<file path="src/hdl/fpFormatPkg.sv">
package fpFormatPkg;

    // Single-precision word: sign, 8-bit exponent, 23-bit fraction
    typedef logic [31:0] fp32Word;

    // Exception flags, NV in the top bit down to NX
    typedef logic [4:0] fpFlags;

    // Classify result, one-hot in RISC-V bit order
    typedef logic [9:0] fpClassMask;

    localparam int EXP_WIDTH = 8;
    localparam int FRAC_WIDTH = 23;

    // Quiet NaN with an all-zero payload below the quiet bit
    localparam fp32Word CANONICAL_NAN = 32'h7fc0_0000;

    // Invalid-operation bit position inside fpFlags
    localparam int FLAG_NV = 4;

    // Bit positions of the classify mask
    localparam int CLASS_NEG_INF = 0;
    localparam int CLASS_NEG_NORMAL = 1;
    localparam int CLASS_NEG_SUBNORMAL = 2;
    localparam int CLASS_NEG_ZERO = 3;
    localparam int CLASS_POS_ZERO = 4;
    localparam int CLASS_POS_SUBNORMAL = 5;
    localparam int CLASS_POS_NORMAL = 6;
    localparam int CLASS_POS_INF = 7;
    localparam int CLASS_SIGNALING_NAN = 8;
    localparam int CLASS_QUIET_NAN = 9;

endpackage

</file>
<file path="src/hdl/fpPipePkg.sv">
package fpPipePkg;

    // Operations this lane can execute
    typedef enum logic [3:0] {
        FSGNJ,
        FSGNJN,
        FSGNJX,
        FCLASS,
        FMIN,
        FMAX,
        FEQ,
        FLT,
        FLE
    } fpOpCode;

    // Active list holds 32 entries
    localparam int ACTIVE_LIST_INDEX_WIDTH = 5;

    typedef logic [ACTIVE_LIST_INDEX_WIDTH-1:0] activeListIndex;

endpackage

</file>
<file path="src/hdl/flushRangeDetector.sv">
`timescale 1ns/1ps

module flushRangeDetector
    import fpPipePkg::*;
(
    input  logic           recoveryPhase,
    input  logic           flushAll,
    input  activeListIndex flushHead,
    input  activeListIndex flushTail,
    input  activeListIndex index,
    output logic           flushed
);

    logic inRange;

    always_comb begin
        if (flushHead <= flushTail) begin
            // Plain window, empty when head equals tail
            inRange = (index >= flushHead) && (index < flushTail);
        end else begin
            // Window wraps past the last active-list entry
            inRange = (index >= flushHead) || (index < flushTail);
        end
    end

    assign flushed = recoveryPhase && (flushAll || inRange);

endmodule

</file>
<file path="src/hdl/fpOpTracker.sv">
`timescale 1ns/1ps

module fpOpTracker
    import fpFormatPkg::*;
    import fpPipePkg::*;
#(
    parameter int EXEC_DEPTH = 3
) (
    input  logic           clk,
    input  logic           reset,
    input  logic           stall,
    input  logic           clear,
    input  logic           issueValid,
    input  logic           operandValidA,
    input  logic           operandValidB,
    input  fpOpCode        issueOp,
    input  activeListIndex issueTag,
    input  fp32Word        operandA,
    input  fp32Word        operandB,
    input  logic           recoveryPhase,
    input  logic           flushAll,
    input  activeListIndex flushHead,
    input  activeListIndex flushTail,
    output fpOpCode        stageOp,
    output fp32Word        stageOperandA,
    output fp32Word        stageOperandB,
    output logic           outValid,
    output activeListIndex outTag,
    output logic           replayValid,
    output activeListIndex replayTag
);

    // Input register (stage 0)
    logic stageValid;
    logic stageReady;
    activeListIndex stageTag;

    // Local stages 1 .. EXEC_DEPTH-1
    logic [EXEC_DEPTH-2:0] localValid;
    logic [EXEC_DEPTH-2:0] localReady;
    activeListIndex localTag [EXEC_DEPTH-1];

    activeListIndex trackedTag [EXEC_DEPTH];
    logic [EXEC_DEPTH-1:0] flush;
    logic issueReady;

    // FCLASS reads only the first source
    assign issueReady = (issueOp == FCLASS) ? operandValidA
                                            : (operandValidA && operandValidB);

    always_ff @(posedge clk) begin
        if (reset || clear) begin
            stageValid <= 1'b0;
            stageReady <= 1'b0;
            localValid <= '0;
            localReady <= '0;
        end else if (!stall) begin
            stageValid <= issueValid;
            stageReady <= issueReady;
            localValid[0] <= stageValid && !flush[0];
            localReady[0] <= stageReady;
            for (int j = 1; j < EXEC_DEPTH-1; j++) begin
                localValid[j] <= localValid[j-1] && !flush[j];
                localReady[j] <= localReady[j-1];
            end
        end
    end

    always_ff @(posedge clk) begin
        if (!stall) begin
            stageOp <= issueOp;
            stageTag <= issueTag;
            stageOperandA <= operandA;
            stageOperandB <= operandB;
            localTag[0] <= stageTag;
            for (int j = 1; j < EXEC_DEPTH-1; j++) begin
                localTag[j] <= localTag[j-1];
            end
        end
    end

    assign trackedTag[0] = stageTag;

    for (genvar j = 1; j < EXEC_DEPTH; j++) begin : gLocalTag
        assign trackedTag[j] = localTag[j-1];
    end

    // One range check per stage
    for (genvar j = 0; j < EXEC_DEPTH; j++) begin : gFlush
        flushRangeDetector flushDetect (
            .recoveryPhase(recoveryPhase),
            .flushAll     (flushAll),
            .flushHead    (flushHead),
            .flushTail    (flushTail),
            .index        (trackedTag[j]),
            .flushed      (flush[j])
        );
    end

    // Operand not ready at capture, ask the scheduler to reissue
    assign replayValid = localValid[0] && !localReady[0] && !stall && !clear && !flush[1];
    assign replayTag = localTag[0];

    assign outValid = localValid[EXEC_DEPTH-2] && localReady[EXEC_DEPTH-2]
                      && !stall && !clear && !flush[EXEC_DEPTH-1];
    assign outTag = localTag[EXEC_DEPTH-2];

    replayExcludesOutput: assert property (
        @(posedge clk) disable iff (reset) !(replayValid && outValid && replayTag == outTag)
    ) else $error("same tag both replayed and completed");

endmodule

</file>
<file path="src/hdl/fpMoveUnit.sv">
`timescale 1ns/1ps

module fpMoveUnit
    import fpFormatPkg::*;
    import fpPipePkg::*;
(
    input  fpOpCode op,
    input  fp32Word operandA,
    input  fp32Word operandB,
    output fp32Word result
);

    logic signA;
    logic [EXP_WIDTH-1:0] expA;
    logic [FRAC_WIDTH-1:0] fracA;
    logic expAllOnes;
    logic expZero;
    logic fracZero;
    fpClassMask classMask;

    assign {signA, expA, fracA} = operandA;
    assign expAllOnes = &expA;
    assign expZero = (expA == '0);
    assign fracZero = (fracA == '0);

    always_comb begin
        classMask[CLASS_NEG_INF] = signA && expAllOnes && fracZero;
        classMask[CLASS_NEG_NORMAL] = signA && !expAllOnes && !expZero;
        classMask[CLASS_NEG_SUBNORMAL] = signA && expZero && !fracZero;
        classMask[CLASS_NEG_ZERO] = signA && expZero && fracZero;
        classMask[CLASS_POS_ZERO] = !signA && expZero && fracZero;
        classMask[CLASS_POS_SUBNORMAL] = !signA && expZero && !fracZero;
        classMask[CLASS_POS_NORMAL] = !signA && !expAllOnes && !expZero;
        classMask[CLASS_POS_INF] = !signA && expAllOnes && fracZero;
        // Quiet bit is the fraction MSB
        classMask[CLASS_SIGNALING_NAN] = expAllOnes && !fracZero && !fracA[FRAC_WIDTH-1];
        classMask[CLASS_QUIET_NAN] = expAllOnes && fracA[FRAC_WIDTH-1];
    end

    always_comb begin
        case (op)
            FSGNJ:   result = {operandB[31], operandA[30:0]};
            FSGNJN:  result = {~operandB[31], operandA[30:0]};
            FSGNJX:  result = {operandA[31] ^ operandB[31], operandA[30:0]};
            FCLASS:  result = fp32Word'(classMask);
            default: result = '0;
        endcase
    end

endmodule

</file>
<file path="src/hdl/fpCompareUnit.sv">
`timescale 1ns/1ps

module fpCompareUnit
    import fpFormatPkg::*;
    import fpPipePkg::*;
(
    input  fpOpCode op,
    input  fp32Word operandA,
    input  fp32Word operandB,
    output fp32Word result,
    output fpFlags  flags
);

    logic nanA;
    logic nanB;
    logic anyNaN;
    logic anySignaling;
    logic bothZero;
    logic signedLess;
    logic lessThan;
    logic equal;

    function automatic logic isNaN(fp32Word value);
        return (&value[FRAC_WIDTH +: EXP_WIDTH]) && (value[FRAC_WIDTH-1:0] != '0);
    endfunction

    assign nanA = isNaN(operandA);
    assign nanB = isNaN(operandB);
    assign anyNaN = nanA || nanB;
    assign anySignaling = (nanA && !operandA[FRAC_WIDTH-1]) || (nanB && !operandB[FRAC_WIDTH-1]);
    assign bothZero = (operandA[30:0] == '0) && (operandB[30:0] == '0);

    // Sign-magnitude order, -0 sits below +0 here
    always_comb begin
        if (operandA[31] != operandB[31]) begin
            signedLess = operandA[31];
        end else if (operandA[31]) begin
            signedLess = operandA[30:0] > operandB[30:0];
        end else begin
            signedLess = operandA[30:0] < operandB[30:0];
        end
    end

    // IEEE ordering treats the two zeros as equal
    assign lessThan = signedLess && !bothZero;
    assign equal = (operandA == operandB) || bothZero;

    always_comb begin
        result = '0;
        flags = '0;
        case (op)
            FEQ: begin
                result = fp32Word'(equal && !anyNaN);
                flags[FLAG_NV] = anySignaling;
            end
            FLT: begin
                result = fp32Word'(lessThan && !anyNaN);
                flags[FLAG_NV] = anyNaN;
            end
            FLE: begin
                result = fp32Word'((lessThan || equal) && !anyNaN);
                flags[FLAG_NV] = anyNaN;
            end
            FMIN, FMAX: begin
                if (nanA && nanB)
                    result = CANONICAL_NAN;
                else if (nanA)
                    result = operandB;
                else if (nanB)
                    result = operandA;
                // A wins for min when smaller, for max when not smaller
                else if ((op == FMIN) == signedLess)
                    result = operandA;
                else
                    result = operandB;
                flags[FLAG_NV] = anySignaling;
            end
            default: begin
                result = '0;
            end
        endcase
    end

endmodule

</file>
<file path="src/hdl/fpResultPipe.sv">
`timescale 1ns/1ps

module fpResultPipe
    import fpFormatPkg::*;
    import fpPipePkg::*;
#(
    parameter int EXEC_DEPTH = 3
) (
    input  logic    clk,
    input  logic    reset,
    input  logic    stall,
    input  fpOpCode op,
    input  fp32Word moveResult,
    input  fp32Word compareResult,
    input  fpFlags  compareFlags,
    output fp32Word outData,
    output fpFlags  outFlags
);

    fp32Word selData;
    fpFlags selFlags;
    fp32Word dataPipe [EXEC_DEPTH-1];
    fpFlags flagPipe [EXEC_DEPTH-1];

    // Sign injection and classify never raise flags
    always_comb begin
        if (op inside {FSGNJ, FSGNJN, FSGNJX, FCLASS}) begin
            selData = moveResult;
            selFlags = '0;
        end else begin
            selData = compareResult;
            selFlags = compareFlags;
        end
    end

    // Advances in step with the tracker's stage registers
    always_ff @(posedge clk) begin
        if (!stall) begin
            dataPipe[0] <= selData;
            flagPipe[0] <= selFlags;
            for (int j = 1; j < EXEC_DEPTH-1; j++) begin
                dataPipe[j] <= dataPipe[j-1];
                flagPipe[j] <= flagPipe[j-1];
            end
        end
    end

    assign outData = dataPipe[EXEC_DEPTH-2];
    assign outFlags = flagPipe[EXEC_DEPTH-2];

    knownOpcode: assert property (
        @(posedge clk) disable iff (reset) !stall |-> !$isunknown(op)
    ) else $error("unknown opcode entering result pipe");

endmodule

</file>
<file path="src/hdl/fpExecutionStage.sv">
`timescale 1ns/1ps

module fpExecutionStage
    import fpFormatPkg::*;
    import fpPipePkg::*;
#(
    parameter int EXEC_DEPTH = 3
) (
    input  logic           clk,
    input  logic           reset,
    input  logic           stall,
    input  logic           clear,
    input  logic           issueValid,
    input  fpOpCode        issueOp,
    input  activeListIndex issueTag,
    input  fp32Word        operandA,
    input  fp32Word        operandB,
    input  logic           operandValidA,
    input  logic           operandValidB,
    input  logic           recoveryPhase,
    input  activeListIndex flushHead,
    input  activeListIndex flushTail,
    input  logic           flushAll,
    output logic           outValid,
    output activeListIndex outTag,
    output fp32Word        outData,
    output fpFlags         outFlags,
    output logic           replayValid,
    output activeListIndex replayTag
);

    fpOpCode stageOp;
    fp32Word stageOperandA;
    fp32Word stageOperandB;
    fp32Word moveResult;
    fp32Word compareResult;
    fpFlags compareFlags;

    fpOpTracker #(
        .EXEC_DEPTH(EXEC_DEPTH)
    ) tracker (
        .clk          (clk),
        .reset        (reset),
        .stall        (stall),
        .clear        (clear),
        .issueValid   (issueValid),
        .operandValidA(operandValidA),
        .operandValidB(operandValidB),
        .issueOp      (issueOp),
        .issueTag     (issueTag),
        .operandA     (operandA),
        .operandB     (operandB),
        .recoveryPhase(recoveryPhase),
        .flushAll     (flushAll),
        .flushHead    (flushHead),
        .flushTail    (flushTail),
        .stageOp      (stageOp),
        .stageOperandA(stageOperandA),
        .stageOperandB(stageOperandB),
        .outValid     (outValid),
        .outTag       (outTag),
        .replayValid  (replayValid),
        .replayTag    (replayTag)
    );

    // Both units see the stage 0 operands
    fpMoveUnit moveUnit (
        .op      (stageOp),
        .operandA(stageOperandA),
        .operandB(stageOperandB),
        .result  (moveResult)
    );

    fpCompareUnit compareUnit (
        .op      (stageOp),
        .operandA(stageOperandA),
        .operandB(stageOperandB),
        .result  (compareResult),
        .flags   (compareFlags)
    );

    fpResultPipe #(
        .EXEC_DEPTH(EXEC_DEPTH)
    ) resultPipe (
        .clk          (clk),
        .reset        (reset),
        .stall        (stall),
        .op           (stageOp),
        .moveResult   (moveResult),
        .compareResult(compareResult),
        .compareFlags (compareFlags),
        .outData      (outData),
        .outFlags     (outFlags)
    );

endmodule

</file>
<file path="config.mk">
export PLATFORM = sky130hd
export DESIGN_NAME = fpExecutionStage
export DESIGN_NICKNAME = d
export VERILOG_FILES = /design/src/hdl/fpFormatPkg.sv /design/src/hdl/fpPipePkg.sv /design/src/hdl/flushRangeDetector.sv /design/src/hdl/fpOpTracker.sv /design/src/hdl/fpMoveUnit.sv /design/src/hdl/fpCompareUnit.sv /design/src/hdl/fpResultPipe.sv /design/src/hdl/fpExecutionStage.sv
export SDC_FILE = /design/constraint.sdc
export NUM_CORES = 1
export LEC_CHECK = 0
export ABC_AREA = 1
export BUFFER_PORTS_ARGS = -buffer_cell sky130_fd_sc_hd__buf_2
export CAP_MARGIN = 20
export CORE_ASPECT_RATIO = 0.6
export CORE_MARGIN = 5
export CORE_UTILIZATION = 45
export CTS_BUF_LIST = sky130_fd_sc_hd__clkbuf_2 sky130_fd_sc_hd__clkbuf_4 sky130_fd_sc_hd__clkbuf_8
export DETAILED_ROUTE_END_ITERATION = 16
export HOLD_SLACK_MARGIN = 0.03
export PLACE_DENSITY = 0.64
export REMOVE_ABC_BUFFERS = 1
export SYNTH_ARGS = -nofsm -noshare
export SYNTH_HDL_FRONTEND = slang
export SYNTH_SLANG_ARGS = --single-unit
</file>
<file path="constraint.sdc">
create_clock -name clk -period 13.95 [get_ports clk]
set_input_delay 2.79 -clock clk [delete_from_list [all_inputs] [get_ports clk]]
set_output_delay 2.79 -clock clk [all_outputs]
set_load 0.02 [all_outputs]
</file>
### Word level (Yosys, flattened, before mapping)

Memory sizes are Yosys's and may differ from the RTL's.
Cells that the tools add are included.

| storage, ports and cells | value |
|---|---|
| flip-flop bits (word level) | 79 |
| memory bits (writable) | 84 |
| input bits | 92 |
| output and inout bits | 49 |
| word-level logic and storage cells | 132 |
| memories kept | 3 |

| cells by class | value |
|---|---|
| magnitude comparators | 9 |
| eq/ne operators | 12 |
| multiplexer cells | 16 |
| bitwise gates (word level) | 2 |
| reduce and logical (&&, ||, !) cells | 82 |

Memories:

| name | depth | bits a word | read ports | clocked after memory_dff | wr ports | RTL line | RTL |
|---|---|---|---|---|---|---|---|
| resultPipe.dataPipe | 2 | 32 | 2 | 0 | 2 | fpResultPipe.sv:22 | `fp32Word dataPipe [EXEC_DEPTH-1];` |
| resultPipe.flagPipe | 2 | 5 | 2 | 0 | 2 | fpResultPipe.sv:23 | `fpFlags flagPipe [EXEC_DEPTH-1];` |
| tracker.localTag | 2 | 5 | 2 | 0 | 2 | fpOpTracker.sv:41 | `activeListIndex localTag [EXEC_DEPTH-1];` |

Operators with widths:

| kind | count |
|---|---|
| case mux 32 bit (4 select lines) | 2 |
| 2-to-1 mux 32 bit | 5 |
| zero test 31 bit | 2 |
| nonzero test 23 bit | 2 |
| logical AND 1 bit | 44 |
| equality test 32 bit | 1 |
| greater-than comparator 31 bit | 1 |
| < comparator 31 bit | 1 |
| zero test 23 bit | 1 |
| equality test 4 x 3 -> 1 bit, second input constant | 4 |
| AND reduction 8 bit | 2 |
| >= comparator 5 bit | 3 |
| < comparator 5 bit | 3 |
| zero test 1 bit | 14 |
| equality test 4 x 2 -> 1 bit, second input constant | 3 |
| logical OR 1 bit | 11 |
| zero test 8 bit | 1 |
| 2-to-1 mux 1 bit | 7 |
| less-or-equal comparator 5 bit | 1 |
| 2-to-1 mux 5 bit | 1 |
| equality test 4 x 1 -> 1 bit, second input constant | 1 |
| equality test 4 bit, second input constant | 1 |
| zero test 4 bit | 1 |
| nonzero test 4 bit | 1 |
| other kinds (7) | 8 |

### Logic depth before layout (Yosys ltp)

Gate-level depths: netlist (run 1).

| logic depth | value |
|---|---|
| depth in word-level cells | 10 |
| gate-level depth with buffers | 22 |
| gate-level depth less buffers | 21 |

### Modules after synthesis

Synthesis (run 1) repeated with hierarchy kept, for this count alone.

| unflattened totals | value |
|---|---|
| cells, all modules | 1070 |
| area total of the unflattened synthesis | 9656.8 µm² |

Modules (own cells, without submodules):

| module | instances | cells an instance | area an instance (µm²) | sequential area each (µm²) |
|---|---|---|---|---|
| fpResultPipe | 1 | 228 | 3025.4 | 2222.1 |
| fpOpTracker | 1 | 123 | 2765.2 | 2612.5 |
| fpCompareUnit | 1 | 365 | 1993.2 | 0.0 |
| flushRangeDetector | 3 | 69 | 407.9 | 0.0 |
| fpMoveUnit | 1 | 147 | 649.4 | 0.0 |

### Least setup slack after synthesis (run 1)

OpenSTA, ideal clock, no wires.

| path | value |
|---|---|
| path type | input -> output |
| from | input flushTail[4] |
| to | output replayValid |
| arrival time | 4.373 ns |
| data required time | 11.160 ns |
| setup slack | 6.787 ns |
| stages on the path | 9 |
| buffers on the path | 0 |
| cell sequence | inv_1 > ha_1 > nand2_1 > o21a_1 > o31a_1 > a21oi_1 > o211ai_1 > nand2_1 > nor3b_1 |

| on the way | value |
|---|---|
| longest elaborated chain between the ends | 7 |
| elaborated cells on any way between the ends | 9 |
| those cells by class | order compare: 2; mux: 1; reduce/logical: 6 |

Ends and longest elaborated chain:

| element | RTL line | RTL |
|---|---|---|
| start: declaration | fpExecutionStage.sv:22 | `input activeListIndex flushTail,` |
| < comparator 5 bit | flushRangeDetector.sv:19, flushRangeDetector.sv:22 |  |
| logical OR 1 bit / logical AND 1 bit (equally long branches) | flushRangeDetector.sv:22, flushRangeDetector.sv:19 |  |
| 2-to-1 mux 1 bit (*) | flushRangeDetector.sv:17 | `if (flushHead <= flushTail) begin` |
| logical OR 1 bit (*) | flushRangeDetector.sv:26 | `assign flushed = recoveryPhase && (flushAll \|\| inRange);` |
| logical AND 1 bit (*) | flushRangeDetector.sv:26 |  |
| zero test 1 bit (*) | fpOpTracker.sv:101 | `assign replayValid = localValid[0] && !localReady[0] && !stall && !clear && !flush[1];` |
| logical AND 1 bit (*) | fpOpTracker.sv:101 |  |
| end: declaration | fpExecutionStage.sv:28 | `output logic replayValid,` |

Every way passes the cells marked *; elsewhere a longest branch is shown, timed or not.

### Worst setup path in the final report (run 1)

Same ends and word-level chain as after synthesis.

==> flow_summary.json, run 1 <==
{
  "num_antenna_cells": 0,
  "synth.ff_latch_count": 155,
  "post_synth_inst_count": 787,
  "route.final.wire_length_mm": 17.7,
  "placementRows": 37,
  "cp_slowest_cell": "sky130_fd_sc_hd__ha_1",
  "power_per_cell_area_mw_per_mm2": 117,
  "final_common_cell": "sky130_fd_sc_hd__nand2_1",
  "multi_input_area_mm2": 0.00270,
  "finalWorstSetupSlack_ns": 6.60,
  "synth_seq_area_share_pct": 57.1,
  "area_delta_synth_final_pct": 12.3,
  "crit_end": "replayValid",
  "core_region_area_mm2": 0.0174,
  "setup_viol": 0,
  "synth_warnings": 0,
  "start_util_pct": 46.4,
  "cts_tree": "built",
  "sequential_cell_area_mm2": 0.00459,
  "power_total_mw": 1.06,
  "tightestPinTransition_ns": 0.958,
  "place_hpwl_mm": 13.2,
  "cts_buffers": 17,
  "drtAntennaViolNets": 0,
  "global_route_wire_length_before_repair_mm": 27.8,
  "final_cell_count_no_fill": 1141,
  "detailedRoute.firstPassIterationCount": 5,
  "postSynth.asyncResetShare_pct": 0,
  "crit-reg2reg-capture": "resultPipe.dataPipe[0][0]",
  "track_usage_pct": 17.3,
  "num_vias": 5608,
  "pwr-share-clk_pct": 30.2,
  "min_period_over_period_pct": 52.7,
  "root_buffer": "sky130_fd_sc_hd__clkbuf_8",
  "max_freq_mhz": 136,
  "worst_slew_margin_rel_pct": 36.0,
  "worstPathArrival_ns": 4.56,
  "crit_path_start": "flushTail[4]",
  "avg_inst_size_synth_um2": 10.2,
  "quantity_of_gates_resized_following_cts": 0,
  "clk_pin_slew_worst_setup_hold_paths_ns": 0.09,
  "antenna_found_initial": 0,
  "netSwitchingPower_uw": 295,
  "ys_types": 41,
  "placed_cells": 1112,
  "rsz_0062_raised_after_global_routing": "no",
  "cp-start-kind": "input pin",
  "synth_ff_type": "sky130_fd_sc_hd__edfxtp_1",
  "totalNegativeSetupSlack_ns": 0,
  "cts.htree.levels": 4,
  "finalHoldViolations": 0,
  "drt-initial-drc-count": 465,
  "io_buffer_count": 136,
  "cp_cell_sequence": "buf_2 > inv_1 > ha_1 > nand2_1 > o21a_1 > o31a_1 > a21oi_1 > o21ai_0 > o211ai_1 > nand2_1 > nor3b_1 > buf_2",
  "clock_skew_ns": 0.0172,
  "commonest_cells_after_routing_fill_and_taps_aside": "sky130_fd_sc_hd__nand2_1 (194), sky130_fd_sc_hd__edfxtp_1 (149), sky130_fd_sc_hd__buf_2 (136)",
  "end_kind": "output port",
  "final.min_clock_period_ns": 7.35,
  "n_fill_cell": 1597,
  "pwr-share-seq_pct": 54.1,
  "die_area_mm2": 0.0208,
  "maxCapViolCount": 0,
  "reg2reg_setup_slack_ns": 10.73,
  "clkLatencyLatePin_ns": 0.45,
  "critPathMaxFanout": 4,
  "top_level_ports": 141,
  "globalplace.congestion": 0.902,
  "final_core_utilization_pct": 52.1,
  "grt_max_degree": 92,
  "grt.overflow.total": 0,
  "nets": 1052,
  "final-max-slew-violation-count": 0,
  "route.detailed.vias_per_inst": 4.91,
  "cpPeakStageDelay_ns": 0.30,
  "hold_buffers": 0,
  "run_status": "finished, final reports clean",
  "cts-root-to-sink-buffers": 2,
  "post_drt_wl_per_cell_um": 15.5,
  "p_sw_share_pct": 27.9,
  "grt_pass1_vias": 5282,
  "chipHeight_um": 114,
  "dieWidth_um": 183,
  "count_of_flip_flops_with_a_built_in_enable_after_synthesis": 149,
  "cts.repair_timing.setup_buffer_count": 0,
  "drive_above_1_share_pct": 20.5,
  "comb_power_share_pct": 15.7,
  "path_depth_of_the_worst_reg2reg_path": 15,
  "reg2reg_from": "tracker.stageOperandA[10]",
  "critPathKind": "input pin to output port",
  "drcViolationCount": 0,
  "peakVddDrop_mv": 0.0661,
  "cell_internal_pwr_uw": 763,
  "leakagePower_nw": 4.09,
  "required_ns": 11.16,
  "worst_slack_at_placement_ns": 6.59,
  "synth.cell_area_mm2": 0.00805,
  "hold_path.class": "register to register",
  "cts.sinks": 155
}
Yosys cell counts, drive strengths merged, types with 2 or more instances:
cell type	instances	area [um^2]
o21ai	40	208
ha	63	788
edfxtp	149	4470
o22ai	5	31.3
dfxtp	6	120
buf	45	350
inv	107	402
o32ai	2	17.5
nand4	18	113
nor3	3	26.3
o21bai	2	15.0
a21oi	32	160
nor4	7	50.1
clkinv	2	7.51
nand3	29	163
clkbuf	4	15.0
nand2	201	777
a21o	2	15.0
o21a	5	37.5
nor2	56	218
per-stage QoR:
stage / hold slack [ns] / instance area, um^2
2_1_floorplan: 0.400 / 7700
3_3_place_gp: 0.401 / 8680
3_5_place_dp: 0.405 / 8680
4_1_cts: 0.419 / 9050
5_1_grt: 0.428 / 9050
6_report: 0.412 / 9050
final cells by class:
class	instances	share of cell area, %
tap	234	3.24
sequential	155	50.8
inverter	109	4.58
clock buffer	17	2.59
clock inverter	12	1.41
timing repair buffer	137	7.61
multi-input combinational	477	29.8
worst min path at each step:
stage / startpoint / endpoint / slack (ns) / depth (start not counted)
6_report: resultPipe.dataPipe[0][27] / resultPipe.dataPipe[0][59] / 0.41 / 0
5_1_grt: resultPipe.dataPipe[0][24] / resultPipe.dataPipe[0][56] / 0.43 / 0
4_1_cts: resultPipe.dataPipe[0][27] / resultPipe.dataPipe[0][59] / 0.42 / 0
3_5_place_dp: resultPipe.dataPipe[0][0] / resultPipe.dataPipe[0][32] / 0.40 / 0
3_3_place_gp: resultPipe.dataPipe[0][30] / resultPipe.dataPipe[0][62] / 0.40 / 0
2_1_floorplan: resultPipe.dataPipe[0][0] / resultPipe.dataPipe[0][32] / 0.40 / 0
power groups by stage:
stage,logic [mW],clock network [mW],registers [mW]
after global placement,0.162,0,0.583
final,0.166,0.320,0.572
after floorplan,0.101,0,0.588
after global routing,0.191,0.351,0.577
after detailed placement,0.166,0,0.583
after CTS,0.166,0.329,0.572
critical path, delay by kind of cell:
family / cells / cell delay (ns)
buffers and inverters: 3 / 0.32
adders and majority gates: 1 / 0.30
and+or+nand+nor: 3 / 0.30
AOI/OAI and AO/OA: 5 / 0.85
kinds of logic (layout without fill, tap and decap cells):
| logic type | after synthesis | after routing | synth area share, % |
|---|---|---|---|
| buf+inv | 158 | 275 | 9.62 |
| other cells | 1 | 4 | 0.0466 |
| simple gates | 316 | 316 | 16.9 |
| xor+xnor | 1 | 1 | 0.109 |
| fa+ha+maj | 63 | 63 | 9.79 |
| flops | 155 | 155 | 57.1 |
| compound gates | 93 | 93 | 6.49 |
registers in the layout (all words and copies together) (netlist names):
signal,flops
tracker.localValid,2
tracker.stageTag,5
tracker.stageOperandA,32
tracker.localReady,2
resultPipe.flagPipe,2
tracker.stageReady,1
tracker.stageOperandB,32
tracker.localTag,10
tracker.stageValid,1
tracker.stageOp,4
resultPipe.dataPipe,64
per-layer routing:
layer | GRT usage, % | routed length [um] | share of wire (%) | vias up
met5 | 0 | 0 | 0 | -
met3 | 4.11 | 1390 | 7.9 | 12
met2 | 23.4 | 7000 | 40 | 176
met4 | 4.40 | 126 | 0.71 | 0
met1 | 27.6 | 9140 | 52 | 2575
li1 | - | - | - | 2845
(Power assumes the default switching activity.)
==> inputs of run 2 (changes only) <==
- clock period: 13.95 -> 7.25 ns (I/O delays scaled with it)
==> flow_summary.json, run 2 (synthesized netlist as in run 1, its figures left out) <==
{
  "clock_skew_ns": 0.0193,
  "grt.overflow.total": 0,
  "die_area_mm2": 0.0208,
  "tightestPinTransition_ns": 1.02,
  "clk_pin_slew_worst_setup_hold_paths_ns": 0.08,
  "area_delta_synth_final_pct": 13.2,
  "detailedRoute.firstPassIterationCount": 7,
  "worstPathArrival_ns": 3.23,
  "n_fill_cell": 1606,
  "final-max-slew-violation-count": 0,
  "worst_slack_at_placement_ns": 2.57,
  "worst_hold_startpoint": "resultPipe.dataPipe[0][14]",
  "finalWorstSetupSlack_ns": 2.57,
  "peakVddDrop_mv": 0.130,
  "crit_end": "replayValid",
  "crit-reg2reg-capture": "resultPipe.dataPipe[0][0]",
  "power_per_cell_area_mw_per_mm2": 235,
  "nets": 1052,
  "end_kind": "output port",
  "hold_buffers": 0,
  "top_level_ports": 141,
  "critPathMaxFanout": 4,
  "drt-initial-drc-count": 464,
  "finalHoldWorstSlack_ns": 0.424,
  "leakagePower_nw": 4.11,
  "chipHeight_um": 114,
  "placementRows": 37,
  "drive_above_1_share_pct": 20.7,
  "power_total_mw": 2.14,
  "place_hpwl_mm": 13.3,
  "crit_path_start": "flushTail[4]",
  "maxCapViolCount": 0,
  "largest-register": "resultPipe.dataPipe",
  "cts_tree": "built",
  "commonest_cells_after_routing_fill_and_taps_aside": "sky130_fd_sc_hd__nand2_1 (194), sky130_fd_sc_hd__edfxtp_1 (149), sky130_fd_sc_hd__buf_2 (136)",
  "num_vias": 5664,
  "min_period_over_period_pct": 64.5,
  "max_freq_mhz": 214,
  "global_route_wire_length_before_repair_mm": 28.2,
  "route.detailed.vias_per_inst": 4.95,
  "track_usage_pct": 17.5,
  "largest_register_ff_count": 64,
  "worst_slew_margin_rel_pct": 31.9,
  "reg2reg_setup_slack_ns": 4.02,
  "reg2reg_from": "tracker.stageOperandB[8]",
  "grt_max_degree": 100,
  "antenna_found_initial": 0,
  "cts.htree.levels": 4,
  "final.min_clock_period_ns": 4.68,
  "route.final.wire_length_mm": 17.9,
  "run_status": "finished, final reports clean",
  "post_drt_wl_per_cell_um": 15.6,
  "finalHoldViolations": 0,
  "rsz_0062_raised_after_global_routing": "no",
  "path_depth_of_the_worst_reg2reg_path": 18,
  "hold_path.class": "register to register",
  "io_buffer_count": 136,
  "cts.sinks": 155,
  "grt_pass1_vias": 5298,
  "cts-root-to-sink-buffers": 2,
  "setup_viol": 0,
  "cts_buffers": 17,
  "cts.repair_timing.setup_buffer_count": 0,
  "reg_top3": "resultPipe.dataPipe: 64 flops, tracker.stageOperandA: 32 flops, tracker.stageOperandB: 32 flops",
  "num_antenna_cells": 0,
  "drcViolationCount": 0,
  "start_util_pct": 46.4,
  "core_region_area_mm2": 0.0174,
  "dieWidth_um": 183,
  "final_common_cell": "sky130_fd_sc_hd__nand2_1",
  "drtAntennaViolNets": 0,
  "required_ns": 5.80,
  "root_buffer": "sky130_fd_sc_hd__clkbuf_8",
  "globalplace.congestion": 0.905,
  "totalNegativeSetupSlack_ns": 0,
  "clkLatencyLatePin_ns": 0.45,
  "critPathKind": "input pin to output port",
  "quantity_of_gates_resized_following_cts": 0,
  "final_core_utilization_pct": 52.5,
  "cp-start-kind": "input pin"
}
==> run 2: layout make-up <==
class                   instances  area [um^2]  share of cell area (%)
clock buffers                  18          241                    2.65
multi-input cells             477         2700                    29.6
inverters                     109          414                    4.54
flip-flops and latches        155         4590                    50.4
repair buffers                137          688                    7.55
clock inverters                14          193                    2.11
well taps                     234          293                    3.21
==> run 2: worst min-delay path by stage <==
stage	endpoint	slack [ns]	cells after the start
CTS	resultPipe.dataPipe[0][46]	0.42	0
floorplan	resultPipe.dataPipe[0][32]	0.40	0
global placement	resultPipe.dataPipe[0][62]	0.40	0
detailed placement	resultPipe.dataPipe[0][46]	0.40	0
finish	resultPipe.dataPipe[0][46]	0.42	0
global route	resultPipe.dataPipe[0][42]	0.43	0
==> run 2: report_power, final <==
part	total, mW	leakage [nW]	switching, mW	internal [mW]
Sequential	1.10	1.54	0.0433	1.06
Clock	0.717	0.215	0.337	0.381
Combinational	0.319	2.35	0.209	0.111
==> run 2: through the flow <==
stage,instances,area [um^2]
floorplan,741,7700
global placement,1112,8680
detailed placement,1112,8680
CTS,1144,9120
global route,1144,9120
finish,1144,9120
==> run 2: critical path, cell delays in order <==
cell and delay, ns:
sky130_fd_sc_hd__buf_2 0.07, sky130_fd_sc_hd__inv_1 0.08, sky130_fd_sc_hd__ha_1 0.30, sky130_fd_sc_hd__nand2_1 0.09, sky130_fd_sc_hd__o21a_1 0.19, sky130_fd_sc_hd__o31a_1 0.09
sky130_fd_sc_hd__a21oi_1 0.26, sky130_fd_sc_hd__o211ai_1 0.17, sky130_fd_sc_hd__nand2_1 0.09, sky130_fd_sc_hd__nor3b_1 0.22, sky130_fd_sc_hd__buf_2 0.21
==> run 2: per-layer routing <==
layer	up-vias	GRT usage [%]	part of all wire, %
li1	2851	-	-
met1	2617	27.6	52
met2	179	23.7	40
met3	17	4.81	7.6
met4	0	4.20	0.89
met5	-	0	0
